### src/source/image_pkg.sv
package image_pkg;

    // Pixel and colour widths
    localparam int colour_bits = 3;  // Stored colour index
    localparam int rgb_bits    = 12; // 4 bits each of red, green, blue

    // Wishbone host bus
    localparam int wb_adr_bits = 16; // Word address
    localparam int wb_dat_bits = 16;

    // Register map, word addresses
    localparam logic [wb_adr_bits-1:0] palette_base = 16'h1000; // Eight entries follow
    localparam logic [wb_adr_bits-1:0] ctrl_adr     = 16'h1010; // Bit 0 is run

    // Palette after reset
    // Index bit 2 gives full red, bit 1 full green, bit 0 full blue
    function automatic logic [rgb_bits-1:0] default_palette(
        input logic [colour_bits-1:0] idx
    );
        logic [3:0] red;
        logic [3:0] green;
        logic [3:0] blue;
        red   = {4{idx[2]}};
        green = {4{idx[1]}};
        blue  = {4{idx[0]}};
        return {red, green, blue}; // Red in the top nibble
    endfunction

endpackage
### src/source/mem_arbiter.sv
module mem_arbiter #(
    parameter int num_pixels = 640*480
) (
    input  logic                              clk,
    input  logic                              reset,
    // Host port requester
    input  logic                              host_req,
    input  logic                              host_we,
    input  logic [$clog2(num_pixels)-1:0]     host_adr,
    input  logic [image_pkg::colour_bits-1:0] host_wdata,
    output logic                              host_gnt,
    output logic                              host_rvalid,
    // Streamer requester, reads only
    input  logic                              strm_req,
    input  logic [$clog2(num_pixels)-1:0]     strm_adr,
    output logic                              strm_gnt,
    output logic                              strm_rvalid,
    // Frame memory side
    output logic                              mem_en,
    output logic                              mem_we,
    output logic [$clog2(num_pixels)-1:0]     mem_adr,
    output logic [image_pkg::colour_bits-1:0] mem_wdata,
    input  logic [image_pkg::colour_bits-1:0] mem_rdata,
    output logic [image_pkg::colour_bits-1:0] rdata
);

    logic last_host; // High when the host had the last grant

    // Host wins unless the streamer is also asking and the host went last
    assign host_gnt = host_req && (!strm_req || !last_host);
    assign strm_gnt = strm_req && !host_gnt;

    // Steer the granted requester onto the RAM
    assign mem_en    = host_gnt || strm_gnt;
    assign mem_we    = host_gnt && host_we;           // Streamer never writes
    assign mem_adr   = host_gnt ? host_adr : strm_adr;
    assign mem_wdata = host_wdata;

    // Shared read bus, the rvalid pulse says whose data it is
    assign rdata = mem_rdata;

    always_ff @(posedge clk) begin
        if (reset) begin
            last_host   <= 1'b0;
            host_rvalid <= 1'b0;
            strm_rvalid <= 1'b0;
        end else begin
            if (mem_en) begin
                last_host <= host_gnt; // Priority flips after every grant
            end
            // One-cycle record of who read
            host_rvalid <= host_gnt && !host_we;
            strm_rvalid <= strm_gnt;
        end
    end

endmodule

### config.mk
export PLATFORM = sky130hd
export DESIGN_NAME = mem_arbiter
export DESIGN_NICKNAME = d
export VERILOG_FILES = /design/src/source/image_pkg.sv /design/src/source/mem_arbiter.sv
export SDC_FILE = /design/constraint.sdc
export NUM_CORES = 1
export LEC_CHECK = 0
export ABC_AREA = 1
export ABC_CLOCK_PERIOD_IN_PS = 1100
export BUFFER_PORTS_ARGS = -buffer_cell sky130_fd_sc_hd__buf_2
export CAP_MARGIN = 0
export CORE_MARGIN = 2
export CORE_UTILIZATION = 26
export CTS_CLUSTER_SIZE = 24
export DETAILED_ROUTE_END_ITERATION = 10
export HOLD_SLACK_MARGIN = 0.15
export PLACE_DENSITY = 0.87
export REMOVE_ABC_BUFFERS = 1
export SLEW_MARGIN = 20
export SYNTH_ARGS = -nofsm -noshare
export SYNTH_HDL_FRONTEND = slang
export SYNTH_SLANG_ARGS = --single-unit
### constraint.sdc
create_clock -name clk -period 1.1 [get_ports clk]
set_input_delay 0.165 -clock clk [delete_from_list [all_inputs] [get_ports clk]]
set_output_delay 0.165 -clock clk [all_outputs]
set_load 0.05 [all_outputs]
==> impl_metrics.yaml, run 1 <==
clock_tree:
  cts.sinks: 3
  clk_latency_ns: 0.25
  numCtsBuffers: 3
  htree_levels: 1
  cts_tree: "built"
  clk_path_buf_depth: 2
  path_clk_slew_ns: 0.05
  cts_root_buf: "clkbuf_4"
synth:
  ys.flop_type: "dfxtp_1"
  syn_area_um2: 452.9
  async_reset_ff_share_pct: 0
  yosysWarnings: 0
  synth_top_area_cell: "nand2_1"
  syn_inst: 89
  netlist_top_cells_count: "nand2_1 (42), nand3_1 (19), buf_4 (6), inv_1 (6), nor2_1 (5)"
  syn_area_per_cell_um2: 5.089
  yosysSeqAreaShare_pct: 13.26
  synth_edf_count: 0
  yosysUniqueCellTypes: 10
  synth.most_common_cell: "nand2_1"
  synthDominantCellAreaShare_pct: 34.81
  ys_ff_latch: 3
  synth_area_leaders: "nand2_1 (35%), nand3_1 (21%), dfxtp_1 (13%)"
worst_hold_path:
  hold_class: "in -> reg"
timing:
  slew_headroom_pct: 83.21
  setup_viol: 23
  hold_violations: 0
  final.min_clock_period_ns: 1.400
  timing.final.crit_share_pct: 127.2
  setup_slack_ns: -0.2996
  fmax_ghz: 0.7145
  rsz0062_at_grt: "true"
  clock_skew_ns: 0.008789
  final_max_slew_viol_count: 0
  tightest_slew_ns: 0.2536
detailed_routing:
  drt_pass1_iterations: 4
  routed-via-count: 932
  avgViaCountPerCell: 5.236
  drtAntennaViolNets: 0
  drc: 0
  routed_wl_um: 3077
  post_drt_wl_per_cell_um: 17.29
  drt_iter0_drc: 25
power_and_ir_drop:
  p_per_area_nw_per_um2: 1003
  ir_drop_mv: 0.5335
  power_w: 0.001195
  power.leakage_nw: 0.6921
critical_path:
  cp.required_ns: 0.94
  arrival_ns: 1.23
  worst-path-max-fanout: 7
  worstSetupPathType: "reg -> out"
  end_kind: "output port"
  crit_path_start_kind: "flip-flop"
die:
  die_y_um: 45.74
  dieArea_um2: 2092
  row_count: 15
  start_util_pct: 26.81
  io-pin-count: 80
  die_x_um: 45.74
  core_area_um2: 1689
global_routing:
  grt_use_total_pct: 21.63
  grt_max_degree: 14
  grt_pass1_wl_um: 3167
  overflow: 0
  antenna_found_initial: 0
  grt_pass1_vias: 741
outcome:
  status: "finished with violations"
  failed_checks: "negative setup slack"
placed_design:
  dp_slack_ns: -0.1017
  place_area_um2: 797.0
  port-buffer-count: 67
  dp_hpwl_um: 1334
  gp_congestion: 0.7528
job:
  max-cap-violations: 0
cells_and_area:
  antenna_cells: 0
  fin_nets: 211
  drive_gt1_share_pct: 73.29
  final_cell_area_um2: 1191
  area_growth_pct: 163.0
  nFillCells: 115
==> cell families after synthesis <==
kind of cell           share of synthesized area (%)
AOI/OAI and AO/OA                              1.104
DFF                                            13.26
and+or+nand+nor                                61.33
buffers and inverters                          24.31
==> routing by layer <==
layer  wire length, µm  part of all wire, %  track usage [%]  vias up
met3               340                   11            7.937       12
met1              1035                   34            20.62      426
met2              1572                   51            39.44       79
met4               129                  4.2            12.00        0
li1                  -                    -                -      415
met5                 0                    0                0        -
==> layout make-up <==
cell class              count  area, µm²  share of cell area (%)
repair buffers             80      658.1                   55.25
well taps                  17      21.27                   1.786
clock buffers               4      26.28                   2.206
inverters                   6      22.52                   1.891
multi-input cells          68      401.6                   33.72
flip-flops and latches      3      61.31                   5.147
==> power by group <==
group          switching, W  leakage (nW)  total (W)  internal [W]
logic              0.000520         0.652   0.000862      0.000343
registers        0.00000530        0.0250   0.000122      0.000116
clock network     0.0000744        0.0150   0.000212      0.000137
total              0.000599         0.692    0.00120      0.000596
==> through the flow <==
step,hold WS (ns),std cells,TNS (ns),utilization [%]
6_report,0.2292,178,-5.659,70.52
5_1_grt,0.2491,178,-6.297,70.52
4_1_cts,0.1745,177,-4.457,63.33
3_5_place_dp,0.3305,171,-1.471,47.19
3_3_place_gp,0.3305,171,-0.9744,47.19
2_1_floorplan,0.2374,77,-10.49,-
==> critical path, stage by stage (launching register included) <==
cell	delay, ns
dfxtp_2	0.32
nand2_4	0.09
nand2_4	0.09
buf_8	0.16
nor2_2	0.15
buf_6	0.18
==> cell usage in the layout, fill, tap and decap left out, drive strengths merged <==
cell type,synthesis,final
nand3,19,19
o21ai,1,1
nor2,5,5
dfxtp,3,3
inv,6,6
buf,12,79
clkbuf,0,4
dlygate4sd3,0,1
nand2,43,43
==> state kept, by name, summed over array words and instances, names as in the netlist <==
name / cells
host_rvalid: 1
strm_rvalid: 1
last_host: 1
==> final timing paths <==
check	from	end	slack, ns	cells after the start
min reg2reg	last_host$_SDFFE_PP0P_	last_host$_SDFFE_PP0P_	0.71	4
min	host_we	host_rvalid$_SDFF_PP0_	0.23	4
max reg2reg	last_host$_SDFFE_PP0P_	strm_rvalid$_SDFF_PP0_	0.11	5
max	last_host$_SDFFE_PP0P_	mem_we	-0.30	5
==> what timing repair did <==
item	CTS	global route
endpoints found under the hold margin	1	0
setup endpoints to repair	23	23
pin swaps	2	9
hold buffers	1	0
gates resized for setup	77	34
gates cloned	1	0
buffers inserted	0	1
Note: power is estimated with default switching activity, not from simulation.
==> run 2: changes to the inputs <==
==> constraint.sdc (replaced) <==
create_clock -name clk -period 1.1 [get_ports clk]
set_input_delay 0.165 -clock clk [delete_from_list [all_inputs] [get_ports clk]]
set_output_delay 0.165 -clock clk [all_outputs]
set_load 0.02 [all_outputs]
==> impl_metrics.yaml, run 2 (synthesis results as in run 1) <==
cells_and_area:
  nFillCells: 121
  drive_gt1_share_pct: 67.08
  area_growth_pct: 145.9
  layout_commonest_cell: "buf_2"
  mostFrequentLayoutCells: "buf_2 (44), buf_6 (26), nand2_1 (22)"
  antenna_cells: 0
  fin_nets: 211
  largestRegisters: "host_rvalid (1), last_host (1), strm_rvalid (1)"
worst_hold_path:
  hold_class: "in -> reg"
  worstHoldStart: "host_we"
die:
  die_x_um: 45.74
  die_y_um: 45.74
  io-pin-count: 80
  row_count: 15
  dieArea_um2: 2092
  start_util_pct: 26.81
  core_area_um2: 1689
clock_tree:
  cts_tree: "built"
  clk_latency_ns: 0.24
  numCtsBuffers: 3
  htree_levels: 1
  clk_path_buf_depth: 2
  path_clk_slew_ns: 0.04
  cts_root_buf: "clkbuf_4"
  cts.sinks: 3
critical_path:
  cp.required_ns: 0.94
  crit_path_start: "last_host$_SDFFE_PP0P_"
  cp_cell_sequence: "nand2_4, nand2_4, buf_12, nand2_1, nand2_1, buf_6"
  crit_path_start_kind: "flip-flop"
  worst-path-max-fanout: 8
  worstSetupPathType: "reg -> out"
  arrival_ns: 1.21
  critPathSlowestCell: "dfxtp_2"
  worstReg2RegStart: "last_host$_SDFFE_PP0P_"
  critPathMaxStageDelay_ns: 0.34
  end_kind: "output port"
detailed_routing:
  routed-via-count: 905
  routed_wl_um: 2775
  drt_pass1_iterations: 4
  drt_iter0_drc: 30
  avgViaCountPerCell: 5.084
  drc: 0
  drtAntennaViolNets: 0
  post_drt_wl_per_cell_um: 15.59
global_routing:
  antenna_found_initial: 0
  grt_max_degree: 17
  grt_use_total_pct: 18.16
  overflow: 0
  grt_pass1_wl_um: 2704
  grt_pass1_vias: 656
power_and_ir_drop:
  p_seq_share_pct: 12.8
  p_per_area_nw_per_um2: 842.9
  p_clk_share_pct: 21.7
  comb_power_share_pct: 65.5
  p_int_w: 0.0005548
  ir_drop_mv: 0.3986
  power_switching_w: 0.0003838
  power.share.switching_pct: 40.89
  power.leakage_nw: 0.6689
timing:
  tightest_slew_ns: 0.1444
  slew_headroom_pct: 90.38
  fmax_ghz: 0.7254
  rsz0062_at_grt: "true"
  clock_skew_ns: 0.003195
  final.min_clock_period_ns: 1.379
  setup_viol: 23
  whs_ns: 0.2622
  timing.final.crit_share_pct: 125.3
  setup_slack_ns: -0.2785
  final_max_slew_viol_count: 0
  hold_violations: 0
outcome:
  status: "finished with violations"
  failed_checks: "negative setup slack"
placed_design:
  dp_slack_ns: -0.01028
  gp_congestion: 0.7285
  dp_hpwl_um: 1248
  port-buffer-count: 67
job:
  max-cap-violations: 0
run 2: path summary, 6_finish.rpt:
path	to	slack, ns	depth (start not counted)
setup / recovery	mem_adr[2]	-0.28	6
hold / removal	host_rvalid$_SDFF_PP0_	0.26	4
setup reg to reg	strm_rvalid$_SDFF_PP0_	0.02	6
hold reg to reg	last_host$_SDFFE_PP0P_	0.70	4
run 2: layer usage:
metal / share of wire, % / global-route usage (%) / vias to the layer above / wire length [µm]
li1: - / - / 412 / -
met1: 33 / 16.11 / 410 / 917
met2: 53 / 35.49 / 67 / 1467
met3: 11 / 7.540 / 16 / 299
met4: 3.3 / 6.857 / 0 / 91
met5: 0 / 0 / - / 0
run 2: critical path: cells and delay by family (launching register included):
kind	cells	cell delay, ns
AND/OR/NAND/NOR	4	0.36
flip-flops	1	0.34
buffers and inverters	2	0.26
run 2: cell type report:
class / count / area, µm² / area share, %
Tap cell: 17 / 21.27 / 1.910
Inverter: 6 / 22.52 / 2.022
Timing Repair Buffer: 80 / 620.6 / 55.73
Sequential cell: 3 / 61.31 / 5.506
Multi-Input combinational cell: 68 / 361.6 / 32.47
Clock buffer: 4 / 26.28 / 2.360
run 2: what timing repair did:
action                     CTS  global route
pin swaps                    1             5
buffers inserted             2             2
setup endpoints to repair   23            23
gates resized for setup     55            25
gates cloned                 1             1
hold buffers                 1             0
hold endpoints to repair     1             0
run 2: power by group through the flow:
stage / registers (W) / clock network, W / logic [W]
finish: 0.000120 / 0.000204 / 0.000615
CTS: 0.000120 / 0.000209 / 0.000524
global route: 0.000120 / 0.000224 / 0.000646
detailed placement: 0.000120 / 0 / 0.000395
floorplan: 0.000124 / 0 / 0.000197
global placement: 0.000120 / 0 / 0.000393
run 2: stage by stage:
| stage | TNS, ns | total power [W] | cell area (µm²) | utilization [%] | instances |
|---|---|---|---|---|---|
| finish | -4.625 | 0.0009387 | 1114 | 65.93 | 178 |
| global route | -5.722 | 0.0009905 | 1114 | 65.93 | 178 |
| CTS | -3.599 | 0.0008537 | 1005 | 59.48 | 175 |
| detailed placement | -0.02916 | 0.0005156 | 779.5 | 46.15 | 167 |
| global placement | 0 | 0.0005127 | 779.5 | 46.15 | 167 |
| floorplan | -6.276 | 0.0003213 | 365.4 | - | 77 |
