File: src/source/image_pkg.sv
package image_pkg;

    // Pixel and colour widths
    localparam int colour_bits = 3;  // Stored colour index
    localparam int rgb_bits    = 12; // 4 bits each of red, green, blue

    // Wishbone host bus
    localparam int wb_adr_bits = 16; // Word address
    localparam int wb_dat_bits = 16;

    // Register map, word addresses
    localparam logic [wb_adr_bits-1:0] palette_base = 16'h1000; // Eight entries follow
    localparam logic [wb_adr_bits-1:0] ctrl_adr     = 16'h1010; // Bit 0 is run

    // Palette after reset
    // Index bit 2 gives full red, bit 1 full green, bit 0 full blue
    function automatic logic [rgb_bits-1:0] default_palette(
        input logic [colour_bits-1:0] idx
    );
        logic [3:0] red;
        logic [3:0] green;
        logic [3:0] blue;
        red   = {4{idx[2]}};
        green = {4{idx[1]}};
        blue  = {4{idx[0]}};
        return {red, green, blue}; // Red in the top nibble
    endfunction

endpackage
File: src/source/wb_pixel_port.sv
module wb_pixel_port #(
    parameter int num_pixels = 640*480
) (
    input  logic                              clk,
    input  logic                              reset,
    // Wishbone classic slave
    input  logic                              cyc,
    input  logic                              stb,
    input  logic                              we,
    input  logic [image_pkg::wb_adr_bits-1:0] adr,
    input  logic [image_pkg::wb_dat_bits-1:0] dat_w,
    output logic [image_pkg::wb_dat_bits-1:0] dat_r,
    output logic                              ack,
    // Frame memory request through the arbiter
    output logic                              host_req,
    output logic                              host_we,
    output logic [$clog2(num_pixels)-1:0]     host_adr,
    output logic [image_pkg::colour_bits-1:0] host_wdata,
    input  logic                              host_gnt,
    input  logic                              host_rvalid,
    input  logic [image_pkg::colour_bits-1:0] rdata,
    // Control and palette
    output logic                              run,
    output logic                              pal_we,
    output logic [image_pkg::colour_bits-1:0] pal_idx,
    output logic [image_pkg::rgb_bits-1:0]    pal_wdata,
    input  logic [image_pkg::rgb_bits-1:0]    pal_rdata
);
    import image_pkg::*;

    localparam int adr_bits    = $clog2(num_pixels);
    localparam int num_entries = 2**colour_bits;

    logic is_pal;
    logic is_ctrl;
    logic is_pix;
    logic new_xfer;                 // Transfer seen and not yet served
    logic pix_wait;                 // Pixel read granted, data due next cycle
    logic [wb_dat_bits-1:0] reg_rdata;

    // Address decode, registers take precedence over the pixel range
    assign is_pal  = (adr >= palette_base) && (adr < palette_base + num_entries);
    assign is_ctrl = (adr == ctrl_adr);
    assign is_pix  = !is_pal && !is_ctrl && (adr < num_pixels);

    // Ack low gives the one idle cycle between transfers
    assign new_xfer = cyc && stb && !ack && !pix_wait;

    // Pixel access held on the arbiter until granted
    assign host_req   = new_xfer && is_pix;
    assign host_we    = we;
    assign host_adr   = adr_bits'(adr);
    assign host_wdata = dat_w[colour_bits-1:0];

    // Palette write strobe, lands in the same edge as the ack
    assign pal_we    = new_xfer && we && is_pal;
    assign pal_idx   = adr[colour_bits-1:0];
    assign pal_wdata = dat_w[rgb_bits-1:0];

    always_comb begin
        if (is_pal) begin
            reg_rdata = wb_dat_bits'(pal_rdata);
        end else if (is_ctrl) begin
            reg_rdata = wb_dat_bits'(run);
        end else begin
            reg_rdata = '0; // Unmapped reads as zero
        end
    end

    always_ff @(posedge clk) begin
        if (reset) begin
            ack      <= 1'b0;
            pix_wait <= 1'b0;
            run      <= 1'b0;
        end else begin
            ack <= 1'b0;
            if (new_xfer && !is_pix) begin
                ack <= 1'b1;            // Register or unmapped, one cycle
            end
            if (host_gnt && host_we) begin
                ack <= 1'b1;            // Write done at the grant
            end
            if (host_gnt && !host_we) begin
                pix_wait <= 1'b1;
            end
            if (host_rvalid) begin
                pix_wait <= 1'b0;
                ack      <= cyc && stb; // Master may have given up
            end
            if (new_xfer && we && is_ctrl) begin
                run <= dat_w[0];
            end
        end
    end

    // Read data register
    always_ff @(posedge clk) begin
        if (new_xfer && !is_pix) begin
            dat_r <= reg_rdata;
        end else if (host_rvalid) begin
            dat_r <= wb_dat_bits'(rdata);
        end
    end

endmodule

File: config.mk
export PLATFORM = sky130hd
export DESIGN_NAME = wb_pixel_port
export DESIGN_NICKNAME = d
export VERILOG_FILES = /design/src/source/image_pkg.sv /design/src/source/wb_pixel_port.sv
export SDC_FILE = /design/constraint.sdc
export NUM_CORES = 1
export LEC_CHECK = 0
export BUFFER_PORTS_ARGS = -buffer_cell sky130_fd_sc_hd__buf_2
export CAP_MARGIN = 30
export CORE_MARGIN = 2
export CORE_UTILIZATION = 34
export DETAILED_ROUTE_END_ITERATION = 10
export PLACE_DENSITY_LB_ADDON = 0.15
export SETUP_SLACK_MARGIN = 0.15
export SLEW_MARGIN = 15
export SYNTH_ARGS = -nofsm -noshare
export SYNTH_HDL_FRONTEND = slang
export SYNTH_SLANG_ARGS = --single-unit
File: constraint.sdc
create_clock -name clk -period 2.55 [get_ports clk]
set_clock_uncertainty 0.1 [all_clocks]
set_input_delay 0.1275 -clock clk [delete_from_list [all_inputs] [get_ports clk]]
set_output_delay 0.1275 -clock clk [all_outputs]
set_load 0.005 [all_outputs]
==> results.ini, run 1 <==
[synthesis]
synth_edf_count = 12
netlist_area_um2 = 1047
synth_top_cell_area_share_pct = 34.41
muxShareOfSynthArea_pct = 0
async_flop_share_pct = 0
synth_most_common_cell = buf_4
yosysWarnings = 0
yosys.area_share.simple_pct = 20.43
synth_top_family_by_area = buffers and inverters
synthTopCellsByArea = edfxtp_1 34%, buf_4 30%, and3_1 6.0%
synthXorXnorAreaFrac_pct = 0
ys_seq_area_share_pct = 40.14
yosys_most_used_dff = edfxtp_1
yosys_register_bits = 15
synth_fa_ha_area_share_pct = 0
synth_cell_types = 27
yosysTopAreaCell = edfxtp_1
synth_common_cells = 42 x buf_4, 12 x edfxtp_1, 10 x and3_1
synth_compound_area_share_pct = 6.810
avgSynthCellArea_um2 = 10.58
netlist_instances = 99

[worst_setup_path]
path_max_fanout = 12
worstSetupStartpointType = primary input
slowest_stage = or4_4
cp-end-kind = flop
crit_required_ps = 2370
critPathArrivalTime_ps = 1690
path_buf_inv = 1
path_cells = buf_2 -> or4_4 -> nor3_1 -> nand3_1 -> nand2b_1
cp_slowest_stage_delay_ps = 580
critPathKind = primary input to flop
path_delay_family = simple AND/OR/NAND/NOR gates

[timing]
finalSetupTns_ps = 0
slew_violations = 0
slew_headroom_pct = 61.97
layout_min_cycle_time_ps = 1871
setup_violations = 0
worst_pin_slew_ps = 570.5
period_share_pct = 73.37
rsz0062_at_grt = no
hold_violations = 0
max_freq_mhz = 534.5

[global_route]
grt_usage_pct = 11.22
grtUsageMet1_pct = 10.99
grt.met2_usage_pct = 21.35
grt.met3_usage_pct = 4.148
grt_pass1_wl_mm = 3.036
gr-total-overflow = 0
grt_pass1_vias = 721
grt-busiest-layer = met2
grt_max_degree = 16
antenna_found_initial = 0

[route]
vias_per_cell = 4.669
first_pass_iters = 2
wirelength_mm = 2.062
vias = 831
drtIter0Drc = 14
routedWlPerCell_um = 11.58
drtAntennaViolNets = 0
drcViolationCount = 0

[placement]
place_congestion = 0.6586
dp.cells = 172
io_buffers = 76
hpwl_mm = 1.685

[final_layout]
final_util_pct = 40.75
area_growth_syn_to_layout_pct = 16.85
antenna_cells = 0
seq_area_um2 = 420.4
fin_nets = 200
stdcell_count = 178
drive_gt1_share_pct = 60.69
nFillCells = 300
multi_input_area_um2 = 311.5

[floorplanning]
start_util_pct = 34.87
boundaryPins = 112
core-area_um2 = 3003
fp.dieH_um = 59.50
row_count = 20
dieArea_um2 = 3540
die_w_um = 59.50

[clock_network]
cts_root_buffer = clkbuf_4
cts.sinks = 15
path_clk_slew_ps = 90
cts_inserted_buffers = 3
cts.path.max_buffers = 2
post_cts_resized = 0
ctsHtreeMaxLevel = 1
clock_latency_ps = 280
cts_tree = yes

[run_status]
status = completed

[worst_hold_path]
hold_class = primary input to flop

[pwr]
p_leak_nw = 0.6479
peakVddDrop_mv = 0.1299
cellPowerDensity_nw_per_um2 = 410.7
total_power_mw = 0.5025

[flow_run]
maxCapViolations = 0

==> layer usage <==
metal / vias to the layer above / wire, µm
li1: 396 / -
met1: 377 / 677
met2: 58 / 1114
met3: 0 / 270
met4: 0 / 0
met5: - / 0
==> area by class of cell <==
type,count,share of cell area (%)
Timing Repair Buffer,80,33.95
Tap cell,33,3.374
Multi-Input combinational cell,44,25.46
Clock inverter,1,0.4090
Inverter,2,0.6135
Clock buffer,3,1.840
Sequential cell,15,34.36
==> registers in the layout, summed over array words and instances (netlist names) <==
signal    cells
dat_r        12
pix_wait      1
ack           1
run           1
==> tightest hold or removal path, delay by kind of cell <==
family	cells	cell delay, ps
AO/OA/AOI/OAI	1	60
AND/OR/NAND/NOR	1	60
buffers and inverters	1	110
==> placed cells by master (no fill, tap or decap) <==
cell           instances
o21ai_0                1
nand3_1                1
nor3_1                 3
o2bb2ai_1              1
a31o_1                 1
nand4_1                1
dlygate4sd3_1          2
a22o_1                 2
a21oi_1                3
conb_1                 7
clkinv_2               1
or4b_1                 1
buf_4                  2
nand2_1                2
inv_1                  2
a221oi_1               1
or4_4                  2
or3_1                  1
dfxtp_1                3
or4b_4                 1
clkbuf_4               3
and2_1                 1
edfxtp_1              12
nor4_4                 2
nand2b_1               1
a22oi_1                1
and3_1                10
buf_2                 76
nor3_2                 1
==> cell families (layout without fill, tap and decap cells) <==
kind of cell	after synthesis	after routing
buffers and inverters	46	86
and+or+nand+nor	27	27
DFF	15	15
other	1	7
AOI/OAI and AO/OA	10	10
==> what timing repair did <==
action,CTS,global route
endpoints found under the hold margin,3,0
buffers inserted,0,0
hold buffers,2,0
setup endpoints to repair,0,0
==> where the power goes <==
part / internal (mW) / switching [mW] / leakage (nW)
Combinational: 0.0500 / 0.0432 / 0.485
Clock: 0.0581 / 0.0740 / 0.0177
Sequential: 0.274 / 0.00289 / 0.145
Total: 0.382 / 0.120 / 0.648
==> metrics by stage <==
stage / setup WS [ps] / cell area [µm²] / hold WS [ps]
finish: 679.1 / 1224 / 16.00
global route: 545.6 / 1224 / 15.60
CTS: 671.5 / 1224 / 7.930
detailed placement: 372.0 / 1176 / 155.0
global placement: 392.2 / 1176 / 155.0
floorplan: 729.0 / 1070 / 96.57
==> path summary, 6_finish.rpt <==
kind	startpoint	endpoint	slack, ps	cells past startpoint
worst max-delay path	adr[13]	dat_r[4]$_SDFFCE_PN0P_	680	5
worst min-delay path	dat_w[0]	run$_SDFFE_PP0P_	20	3
worst max register to register	pix_wait$_SDFFE_PP0P_	dat_r[4]$_SDFFCE_PN0P_	710	4
worst min register to register	run$_SDFFE_PP0P_	run$_SDFFE_PP0P_	440	3
Note: power is estimated with default switching activity, not from simulation.
==> run 2: changes to the inputs <==
==> constraint.sdc (replaced) <==
create_clock -name clk -period 2 [get_ports clk]
set_clock_uncertainty 0.1 [all_clocks]
set_input_delay 0.1 -clock clk [delete_from_list [all_inputs] [get_ports clk]]
set_output_delay 0.1 -clock clk [all_outputs]
set_load 0.005 [all_outputs]
==> run 2 against run 1 <==
Flip-flop and latch count unchanged; design area up 5.6%; sequential power up 28%; combinational power up 41%; register-to-register slack worse by 160 ps; non-clock buffer count up 6; power up 30%; global-route usage up 1.2 points; largest cell class is now non-clock buffers; highest routed layer is now met4.
==> results.ini, run 2 (same netlist as run 1, synthesis figures left out) <==
[run_status]
status = completed

[clock_network]
cts.path.max_buffers = 2
cts_tree = yes
path_clk_slew_ps = 90
holdBufCountCts = 7
ctsHtreeMaxLevel = 1
post_cts_resized = 0
cts_inserted_buffers = 3
cts.sinks = 15
clock_latency_ps = 280
cts_root_buffer = clkbuf_4
post-cts-setup-buffers = 0

[worst_setup_path]
crit_top_cell = buf_2
critPathArrivalTime_ps = 1480
path_max_fanout = 6
path_buf_inv = 2
critPathKind = primary input to primary output
cp-end-kind = primary output
cp_slowest_stage_delay_ps = 570
path_delay_family = simple AND/OR/NAND/NOR gates
path_cells = buf_2 -> or4_4 -> nor4_4 -> and3_1 -> buf_2
worstSetupStartpointType = primary input
slowest_stage = or4_4
crit_required_ps = 1800

[final_layout]
final_common_cell = buf_2
antenna_cells = 0
final_cell_area_um2 = 1292
drive_gt1_share_pct = 58.28
area_growth_syn_to_layout_pct = 23.42
final_cell_mix = 76 x buf_2, 12 x edfxtp_1, 10 x and3_1
fin_nets = 206
top_register = dat_r
largest_register_ffs = 12

[placement]
post_dp_cell_area_um2 = 1196
place_congestion = 0.6555
dp_slack_ps = 94.65
hpwl_mm = 1.748
io_buffers = 76

[timing]
setup_ws_ps = 320.5
slew_violations = 0
max_freq_mhz = 595.4
period_share_pct = 83.97
setup_violations = 0
hold_violations = 0
finalSetupTns_ps = 0
rsz0062_at_grt = no
hold_ws_ps = 18.77
layout_min_cycle_time_ps = 1679

[floorplanning]
start_util_pct = 34.87
row_count = 20
fp.dieH_um = 59.50
die_w_um = 59.50
core-area_um2 = 3003
dieArea_um2 = 3540
boundaryPins = 112

[pwr]
power_frac_seq_pct = 54.2
combPwrFrac_pct = 20.1
cellPowerDensity_nw_per_um2 = 504.6
p_leak_nw = 0.6754
switching_share_pct = 23.21
peakVddDrop_mv = 0.1561
internal-power_mw = 0.5009
p_clk_share_pct = 25.7
switchingPower_mw = 0.1514
total_power_mw = 0.6522

[worst_hold_path]
hold_class = primary input to flop

[global_route]
antenna_found_initial = 0
gr-total-overflow = 0
grt_pass1_wl_mm = 3.325
grt_usage_pct = 12.40
grt_pass1_vias = 804
grt_max_degree = 15

[flow_run]
maxCapViolations = 0

[route]
wirelength_mm = 2.184
vias_per_cell = 4.527
vias = 833
drcViolationCount = 0
drtAntennaViolNets = 0
routedWlPerCell_um = 11.87
first_pass_iters = 3
drtIter0Drc = 22

[run 2: changes by cell type in the layout (fill, tap and decap cells not counted), sizes merged]
cell / change
clkbuf: +1
clkinv: -1
buf: +1
dlygate4sd3: +5
[run 2: layout make-up]
cell class | instances | area, µm²
Sequential cell | 15 | 420.4
Fill cell | 294 | 1710
Multi-Input combinational cell | 44 | 311.5
Clock buffer | 4 | 26.28
Timing Repair Buffer | 86 | 485.5
Tap cell | 33 | 41.29
Inverter | 2 | 7.507
[run 2: worst paths after layout]
| check | endpoint | startpoint | slack [ps] | cells after the start |
|---|---|---|---|---|
| worst max-delay path | pal_we | adr[13] | 320 | 5 |
| worst min register to register | pix_wait$_SDFFE_PP0P_ | pix_wait$_SDFFE_PP0P_ | 430 | 2 |
| worst min-delay path | dat_r[7]$_SDFFCE_PN0P_ | pal_rdata[7] | 20 | 2 |
| worst max register to register | dat_r[4]$_SDFFCE_PN0P_ | pix_wait$_SDFFE_PP0P_ | 550 | 4 |
[run 2: worst reg2reg max path, stage by stage (launching register included)]
cell and delay (ps):
dfxtp_1 330, nor3_2 210, nand3_1 200, nand2b_1 170
buf_12 150
[run 2: power by group through the flow]
| stage | Combinational (mW) | Clock (mW) | Sequential (mW) |
|---|---|---|---|
| final | 0.131 | 0.167 | 0.354 |
| after global routing | 0.144 | 0.187 | 0.355 |
| after CTS | 0.132 | 0.179 | 0.354 |
| after detailed placement | 0.121 | 0 | 0.361 |
| after global placement | 0.120 | 0 | 0.361 |
| after floorplan | 0.0926 | 0 | 0.363 |
[run 2: routing by layer]
layer	GRT usage, %	up-vias	part of all wire (%)
met1	12.08	361	35
met4	6.667	0	1.3
met3	4.148	4	13
li1	-	408	-
met2	22.76	60	51
met5	0	-	0
[run 2: stage by stage]
stage / cells / utilization [%]
floorplan: 105 / -
global placement: 173 / 39.83
detailed placement: 173 / 39.83
CTS: 184 / 43.04
global route: 184 / 43.04
finish: 184 / 43.04
