===== src/source/image_pkg.sv =====
package image_pkg;

    // Pixel and colour widths
    localparam int colour_bits = 3;  // Stored colour index
    localparam int rgb_bits    = 12; // 4 bits each of red, green, blue

    // Wishbone host bus
    localparam int wb_adr_bits = 16; // Word address
    localparam int wb_dat_bits = 16;

    // Register map, word addresses
    localparam logic [wb_adr_bits-1:0] palette_base = 16'h1000; // Eight entries follow
    localparam logic [wb_adr_bits-1:0] ctrl_adr     = 16'h1010; // Bit 0 is run

    // Palette after reset
    // Index bit 2 gives full red, bit 1 full green, bit 0 full blue
    function automatic logic [rgb_bits-1:0] default_palette(
        input logic [colour_bits-1:0] idx
    );
        logic [3:0] red;
        logic [3:0] green;
        logic [3:0] blue;
        red   = {4{idx[2]}};
        green = {4{idx[1]}};
        blue  = {4{idx[0]}};
        return {red, green, blue}; // Red in the top nibble
    endfunction

endpackage

===== src/source/pixel_streamer.sv =====
module pixel_streamer #(
    parameter int num_pixels = 640*480
) (
    input  logic                              clk,
    input  logic                              reset,
    input  logic                              run,
    // Read requests to the arbiter
    output logic                              strm_req,
    output logic [$clog2(num_pixels)-1:0]     strm_adr,
    input  logic                              strm_gnt,
    input  logic                              strm_rvalid,
    input  logic [image_pkg::colour_bits-1:0] rdata,
    // Colour index stream
    output logic                              col_valid,
    output logic [image_pkg::colour_bits-1:0] col_index,
    output logic                              col_sop,
    output logic                              col_eop,
    input  logic                              col_ready
);
    import image_pkg::*;

    localparam int adr_bits = $clog2(num_pixels);
    localparam int depth    = 4;                  // Prefetch queue entries
    localparam int ptr_bits = $clog2(depth);
    localparam int cnt_bits = $clog2(depth) + 1;

    logic [adr_bits-1:0] req_idx;    // Next pixel to request
    logic [cnt_bits-1:0] used;       // Reads in flight plus queued entries
    logic [cnt_bits-1:0] count;      // Queued entries
    logic [ptr_bits-1:0] wr_ptr;
    logic [ptr_bits-1:0] rd_ptr;
    logic                tag_sop;    // Tags of the read in flight
    logic                tag_eop;
    logic                push;
    logic                pop;

    // Queue storage
    logic [colour_bits-1:0] q_col [depth];
    logic                   q_sop [depth];
    logic                   q_eop [depth];

    // Only ask while a slot is guaranteed for the answer
    assign strm_req = run && (used < cnt_bits'(depth));
    assign strm_adr = req_idx;

    assign push = run && strm_rvalid; // Late data after run drops is discarded
    assign pop  = col_valid && col_ready;

    // Head of queue
    assign col_valid = (count != '0);
    assign col_index = q_col[rd_ptr];
    assign col_sop   = q_sop[rd_ptr];
    assign col_eop   = q_eop[rd_ptr];

    // Request index, wraps to 0 after the last pixel
    always_ff @(posedge clk) begin
        if (reset || !run) begin
            req_idx <= '0;  // Frame restarts at pixel 0
        end else if (strm_gnt) begin
            req_idx <= (req_idx == adr_bits'(num_pixels - 1)) ? '0 : req_idx + 1'b1;
        end
    end

    // Tags follow the read, memory answers exactly one cycle later
    always_ff @(posedge clk) begin
        if (strm_gnt) begin
            tag_sop <= (req_idx == '0);
            tag_eop <= (req_idx == adr_bits'(num_pixels - 1));
        end
    end

    // Credit and occupancy counters
    always_ff @(posedge clk) begin
        if (reset || !run) begin
            used   <= '0;
            count  <= '0;
            wr_ptr <= '0;
            rd_ptr <= '0;
        end else begin
            used  <= used + cnt_bits'(strm_gnt) - cnt_bits'(pop);
            count <= count + cnt_bits'(push) - cnt_bits'(pop);
            if (push) begin
                wr_ptr <= wr_ptr + 1'b1;
            end
            if (pop) begin
                rd_ptr <= rd_ptr + 1'b1;
            end
        end
    end

    // Queue write
    always_ff @(posedge clk) begin
        if (push) begin
            q_col[wr_ptr] <= rdata;
            q_sop[wr_ptr] <= tag_sop;
            q_eop[wr_ptr] <= tag_eop;
        end
    end

endmodule


===== config.mk =====
export PLATFORM = sky130hd
export DESIGN_NAME = pixel_streamer
export DESIGN_NICKNAME = d
export VERILOG_FILES = /design/src/source/image_pkg.sv /design/src/source/pixel_streamer.sv
export SDC_FILE = /design/constraint.sdc
export NUM_CORES = 1
export LEC_CHECK = 0
export ABC_AREA = 1
export BUFFER_PORTS_ARGS = -buffer_cell sky130_fd_sc_hd__buf_2
export CAP_MARGIN = 20
export CORE_MARGIN = 2
export CORE_UTILIZATION = 35
export CTS_BUF_LIST = sky130_fd_sc_hd__clkbuf_2 sky130_fd_sc_hd__clkbuf_4 sky130_fd_sc_hd__clkbuf_8
export DETAILED_ROUTE_END_ITERATION = 16
export HOLD_SLACK_MARGIN = 0.02
export SYNTH_ARGS = -nofsm -noshare
export SYNTH_HDL_FRONTEND = slang
export SYNTH_SLANG_ARGS = --single-unit

===== constraint.sdc =====
create_clock -name clk -period 2.22 [get_ports clk]
set_clock_uncertainty 0.15 [all_clocks]
set_input_delay 0.555 -clock clk [delete_from_list [all_inputs] [get_ports clk]]
set_output_delay 0.555 -clock clk [all_outputs]
set_load 0.01 [all_outputs]

==> flow_summary_export.csv, run 1 <==
group,metric,value,unit
synth,ys_top_cells_by_area,"edfxtp_1 26%, dfxtp_1 25%, nor2_1 9.4%, nand2_1 5.9%, inv_1 5.6%",
place,place_congestion,0.8321,
drt,drtAntennaViolNets,0,
status,run_status,"completed",
sta,post-route-min-period,2.101,ns
drt,drt-met1-wl,2422,µm
layout,layout-drive-gt1-share,20.30,%
place,io_buffers,34,
sta,finalSetupViolCount,0,
synth,ys_types,28,
layout,nets,353,
floorplanning,die_area,7921,µm²
layout,areaGrowthSynthToFinish,16.03,%
drt,highest_layer,"met4",
cts,clockBufferDepth,2,
place,dp.cells,423,
floorplanning,rows,30,
cts,postCtsSetupRepairBufs,0,
worst_setup_path,critPathMaxStageDelay,0.34,ns
place,place_hpwl,3647,µm
cts,clock-sinks,53,
floorplanning,io_pins,35,
drt,routed_wl,4947,µm
synth,syn_area,2529,µm²
sta,rsz0062_at_grt,"yes",
synth,ys_async_sr_fraction,0,%
sta,setup_tns,0,ns
drt,routed-wl-met3,163,µm
synth,synth_top_area_share,26.13,%
cts,cts_root_buf,"clkbuf_8",
worst_setup_path,startpoint_type,"flip-flop",
worst_setup_path,crit_path_cell_trace,"clkinv_1, o21ai_0, o22ai_1, buf_2",
cts,cts-htree-levels,2,
power,p_leak,1.183,nW
layout,final_util,42.48,%
drt,drt_pass1_iterations,4,
cts,cts_tree,"yes",
grt,grt_pass1_vias,1910,
synth,ys.flop_type,"dfxtp_1",
grt,grt_max_degree,17,
drt,drc,0,
synth,synth_enable_flop_cells,22,
grt,grt_overflow,0,
cts,clk_latency,0.31,ns
drt,dr_total_vias,1939,
synth,synthTopCellsByCount,"63 x nor2_1, 40 x nand2_1, 38 x inv_1",
grt,antenna_found_initial,0,
sta,worstMarginPinSlew,0.4800,ns
drt,dr_wl_met2,2241,µm
sta,maxSlewHeadroom,67.88,%
sta,max_freq,0.4761,GHz
run,max_cap_violations,0,
worst_setup_path,worstPathRequired,1.51,ns
grt,grt_pass1_wl,8556,µm
sta,fin_crit_sh,94.62,%
floorplanning,core,6907,µm²
drt,avgViaCountPerCell,4.499,
synth,synth-seq-cells,53,
worst_setup_path,crit_path_end_kind,"output port",
drt,drt-wirelength-per-cell,11.48,µm
synth,syn_area_per_cell,8.690,µm²
power,p_per_area,581.8,nW/µm²
cts,cts-hold-fix-buffers,0,
cts,clkTransAtPathRegs,0.09,ns
synth,synth_top_area_cell,"edfxtp_1",
layout,stdcell_count,431,
grt,groute.usage.overall,14.05,%
cts,numCtsBuffers,5,
sta,hold_viol_final,0,
floorplanning,start_util,36.61,%
floorplanning,fp.dieH,89,µm
synth,syn_nets,310,
worst_setup_path,worst-endpoint-arrival,1.40,ns
floorplanning,die_x,89,µm
place,post-place-ws,0.007498,ns
synth,yosys.cell_count.top_type,"nor2_1",
synth,yosysWarningCount,0,
drt,drtIter0Drc,62,
worst_setup_path,crit_type,"flip-flop to output port",
power,vdd_drop_max,214.1,µV
min_path,hold_path_class,"input pin to flip-flop",
sta,setup_ws,0.1194,ns
synth,ys_seq_area_share,50.67,%
power,power,1.707,mW
sta,timing_max_transition_violations_final,0,
layout,fillCellCount,718,
worst_setup_path,cp_max_fo,10,
worst_setup_path,cp_slowest_cell,"dfxtp_1",
synth,syn-instance-count,291,
layout,antenna-diode-count,0,
[through the flow]
step                      hold WS, ns  area, µm²
final                          0.3150       2934
after global routing           0.3031       2934
after CTS                      0.3115       2932
after detailed placement       0.3366       2844
after global placement         0.3263       2844
after floorplan                0.3087       2529
[power breakdown]
group	total, mW	switching (mW)	internal (mW)
logic	0.119	0.0711	0.0484
clock network	0.547	0.302	0.245
registers	1.04	0.0103	1.03
total	1.71	0.384	1.32
[cell families (layout without fill, tap and decap cells)]
logic type / count (synthesis) / in the layout / share of synthesized area [%]
xor+xnor: 14 / 14 / 4.849
fa+ha+maj: 10 / 10 / 5.542
flops: 53 / 53 / 50.67
buf+inv: 43 / 87 / 6.432
simple gates: 148 / 148 / 27.56
compound gates: 23 / 23 / 4.948
[final timing paths]
| kind | startpoint | to | slack (ns) | cells after the start |
|---|---|---|---|---|
| min | rdata[0] | q_col[3][0] | 0.32 | 1 |
| max reg2reg | count[1] | used[2] | 0.22 | 9 |
| min reg2reg | tag_sop | q_sop[1] | 0.35 | 0 |
| max | flip-flop | col_sop | 0.12 | 4 |
[per-layer routing]
layer | global-route usage, % | up-vias
met5 | 0 | -
met1 | 17.88 | 876
met4 | 5.563 | 0
li1 | - | 1016
met3 | 3.601 | 10
met2 | 22.93 | 37
[area by class of cell]
cell class | instances | area (µm²) | share of cell area [%]
Clock buffer | 7 | 83.83 | 2.857
Clock inverter | 1 | 3.754 | 0.1279
Inverter | 40 | 150.1 | 5.117
Multi-Input combinational cell | 195 | 1087 | 37.06
Sequential cell | 53 | 1281 | 43.67
Tap cell | 96 | 120.1 | 4.094
Timing Repair Buffer | 39 | 207.7 | 7.079
[critical path, delay by kind of cell, from the launching register on]
kind,cells,cell delay [ns]
compound gates,2,0.37
buf+inv,2,0.38
flops,1,0.34
[sequential cells by signal, indices dropped and copies added, names as in the netlist, named ones only]
| signal | flops |
|---|---|
| wr_ptr | 2 |
| used | 3 |
| tag_sop | 1 |
| count | 3 |
| strm_adr | 19 |
| tag_eop | 1 |
| q_sop | 4 |
| rd_ptr | 2 |
| q_eop | 4 |
| q_col | 12 |
[timing repair]
| action | 4_1_cts | 5_1_grt |
|---|---|---|
| endpoints found under the setup margin | 0 | 3 |
| endpoints found under the hold margin | 0 | 0 |
| gates resized for setup | 0 | 1 |
[placed cells by master (no fill, tap or decap), drive strengths merged, types with 7 or more instances in the layout]
master / netlist / routed
nor2: 71 / 71
nand2: 45 / 45
inv: 39 / 39
buf: 1 / 39
dfxtp: 31 / 31
edfxtp: 22 / 22
nand3: 18 / 18
o21ai: 12 / 12
nand4: 9 / 9
xor2: 9 / 9
ha: 8 / 8
clkbuf: 2 / 7
Note: power is estimated with default switching activity, not from simulation.
==> run 2, diff against run 1 <==
--- a/config.mk
+++ b/config.mk
@@ -13,6 +13,7 @@
 export CTS_BUF_LIST = sky130_fd_sc_hd__clkbuf_2 sky130_fd_sc_hd__clkbuf_4 sky130_fd_sc_hd__clkbuf_8
 export DETAILED_ROUTE_END_ITERATION = 16
 export HOLD_SLACK_MARGIN = 0.02
+export REMOVE_ABC_BUFFERS = 1
 export SYNTH_ARGS = -nofsm -noshare
 export SYNTH_HDL_FRONTEND = slang
 export SYNTH_SLANG_ARGS = --single-unit
==> run 2 against run 1 <==
Non-clock buffer count is the same; critical path depth is the same; first-iteration DRC count grew 27%; sequential power is essentially flat; final cell count is the same; sequential cell count is the same; worst hold slack gained 0.0036 ns; critical path type unchanged; critical endpoint is now col_index[0]; largest power group unchanged.
==> flow_summary_export.csv, run 2 (synthesis gave the netlist of run 1 again) <==
group,metric,value,unit
sta,hold_viol_final,0,
power,power_switching,0.3882,mW
power,internal_power,1.424,mW
power,combPwrFrac,6.6,%
floorplanning,io_pins,35,
run,max_cap_violations,0,
drt,drtAntennaViolNets,0,
place,place_hpwl,3784,µm
status,run_status,"completed",
drt,drtIter0Drc,79,
worst_setup_path,worst-endpoint-arrival,1.35,ns
floorplanning,rows,30,
sta,setup_tns,0,ns
drt,dr_total_vias,1953,
layout,nets,353,
cts,clock-sinks,53,
min_path,hold_path_class,"input pin to flip-flop",
grt,grt_overflow,0,
cts,cts-htree-levels,2,
cts,cts_tree,"yes",
grt,antenna_found_initial,0,
layout,fillCellCount,729,
cts,clk_latency,0.30,ns
place,post-place-ws,0.03294,ns
worst_setup_path,worstPathRequired,1.51,ns
layout,antenna-diode-count,0,
sta,maxSlewHeadroom,68.88,%
floorplanning,fp.dieH,89,µm
place,place_congestion,0.8253,
power,power,1.812,mW
floorplanning,die_area,7921,µm²
sta,finalSetupViolCount,0,
layout,final_util,42.83,%
layout,largest_reg_flops,19,
drt,drt-wirelength-per-cell,11.94,µm
layout,layout-drive-gt1-share,20.30,%
grt,groute.usage.overall,14.21,%
sta,rsz0062_at_grt,"no",
sta,worstMarginPinSlew,0.4651,ns
grt,grt_pass1_wl,8652,µm
cts,numCtsBuffers,5,
worst_setup_path,crit_type,"flip-flop to output port",
power,clkPwrFrac,35.9,%
drt,drc,0,
layout,layout_common_cells,"63 x nor2_1, 40 x nand2_1, 38 x inv_1, 34 x buf_2, 31 x dfxtp_1",
cts,clkTransAtPathRegs,0.09,ns
cts,clockBufferDepth,2,
grt,grt_pass1_vias,1841,
sta,fin_hold_ws,0.3186,ns
power,seqPwrFrac,57.5,%
sta,setup_ws,0.1687,ns
place,io_buffers,34,
drt,avgViaCountPerCell,4.531,
layout,areaGrowthSynthToFinish,16.97,%
power,vdd_drop_max,240.5,µV
place,dp.cells,423,
sta,post-route-min-period,2.051,ns
grt,grt_max_degree,17,
power,p_per_area,612.7,nW/µm²
sta,max_freq,0.4875,GHz
floorplanning,core,6907,µm²
sta,timing_max_transition_violations_final,0,
layout,layout_commonest_cell,"nor2_1",
sta,fin_crit_sh,92.40,%
power,p_leak,1.192,nW
floorplanning,die_x,89,µm
worst_setup_path,cp_max_fo,10,
place,placed_cell_area,2844,µm²
cts,cts_root_buf,"clkbuf_8",
drt,drt_pass1_iterations,5,
layout,finalInstanceArea,2958,µm²
worst_setup_path,startpoint_type,"flip-flop",
floorplanning,start_util,36.61,%
drt,routed_wl,5148,µm
power,sw_frac_of_total,21.42,%
worst_setup_path,crit_path_end_kind,"output port",
layout,stdcell_count,431,
-- run 2: cell count changes in the layout (fill, tap and decap cells not counted) --
cell / change
clkinvlp_4: +1
clkinv_1: -1
clkbuf_4: -1
nand2_1: +1
nand2_2: -1
bufinv_16: +1
-- run 2: cell type report --
cell class / count / area, µm² / share of cell area, %
Clock inverter: 2 / 33.78 / 1.142
Sequential cell: 53 / 1281 / 43.32
Multi-Input combinational cell: 195 / 1085 / 36.68
Clock buffer: 6 / 76.32 / 2.580
Timing Repair Buffer: 39 / 207.7 / 7.022
Tap cell: 96 / 120.1 / 4.061
Inverter: 40 / 153.9 / 5.203
-- run 2: final timing paths --
kind | start | end | slack, ns | cells past startpoint
worst min register to register | tag_sop | q_sop[2] | 0.37 | 0
worst max register to register | count[1] | used[2] | 0.19 | 9
worst max-delay path | flip-flop | col_index[0] | 0.17 | 4
worst min-delay path | rdata[1] | q_col[2][1] | 0.32 | 1
-- run 2: power by group through the flow --
stage	clock, mW	sequential [mW]	combinational (mW)
floorplan	0	1.06	0.0732
global placement	0	1.06	0.119
detailed placement	0	1.06	0.122
CTS	0.672	1.04	0.123
global route	0.713	1.04	0.141
finish	0.651	1.04	0.120
-- run 2: routing by layer --
metal	track usage, %	wire length [µm]
met5	0	0
met4	4.749	80
met3	3.416	268
met2	24.42	2455
met1	17.55	2344
-- run 2: repair_timing --
item,CTS,global route
endpoints found under the setup margin,0,1
buffers inserted,0,0
gates resized for setup,0,1
hold buffers,0,0
-- run 2: worst max-delay path, cell delays in order, from the launching register on --
cell and delay [ns]:
dfxtp_1 0.40, clkinvlp_4 0.20, o21ai_0 0.21, o22ai_1 0.09, buf_2 0.15
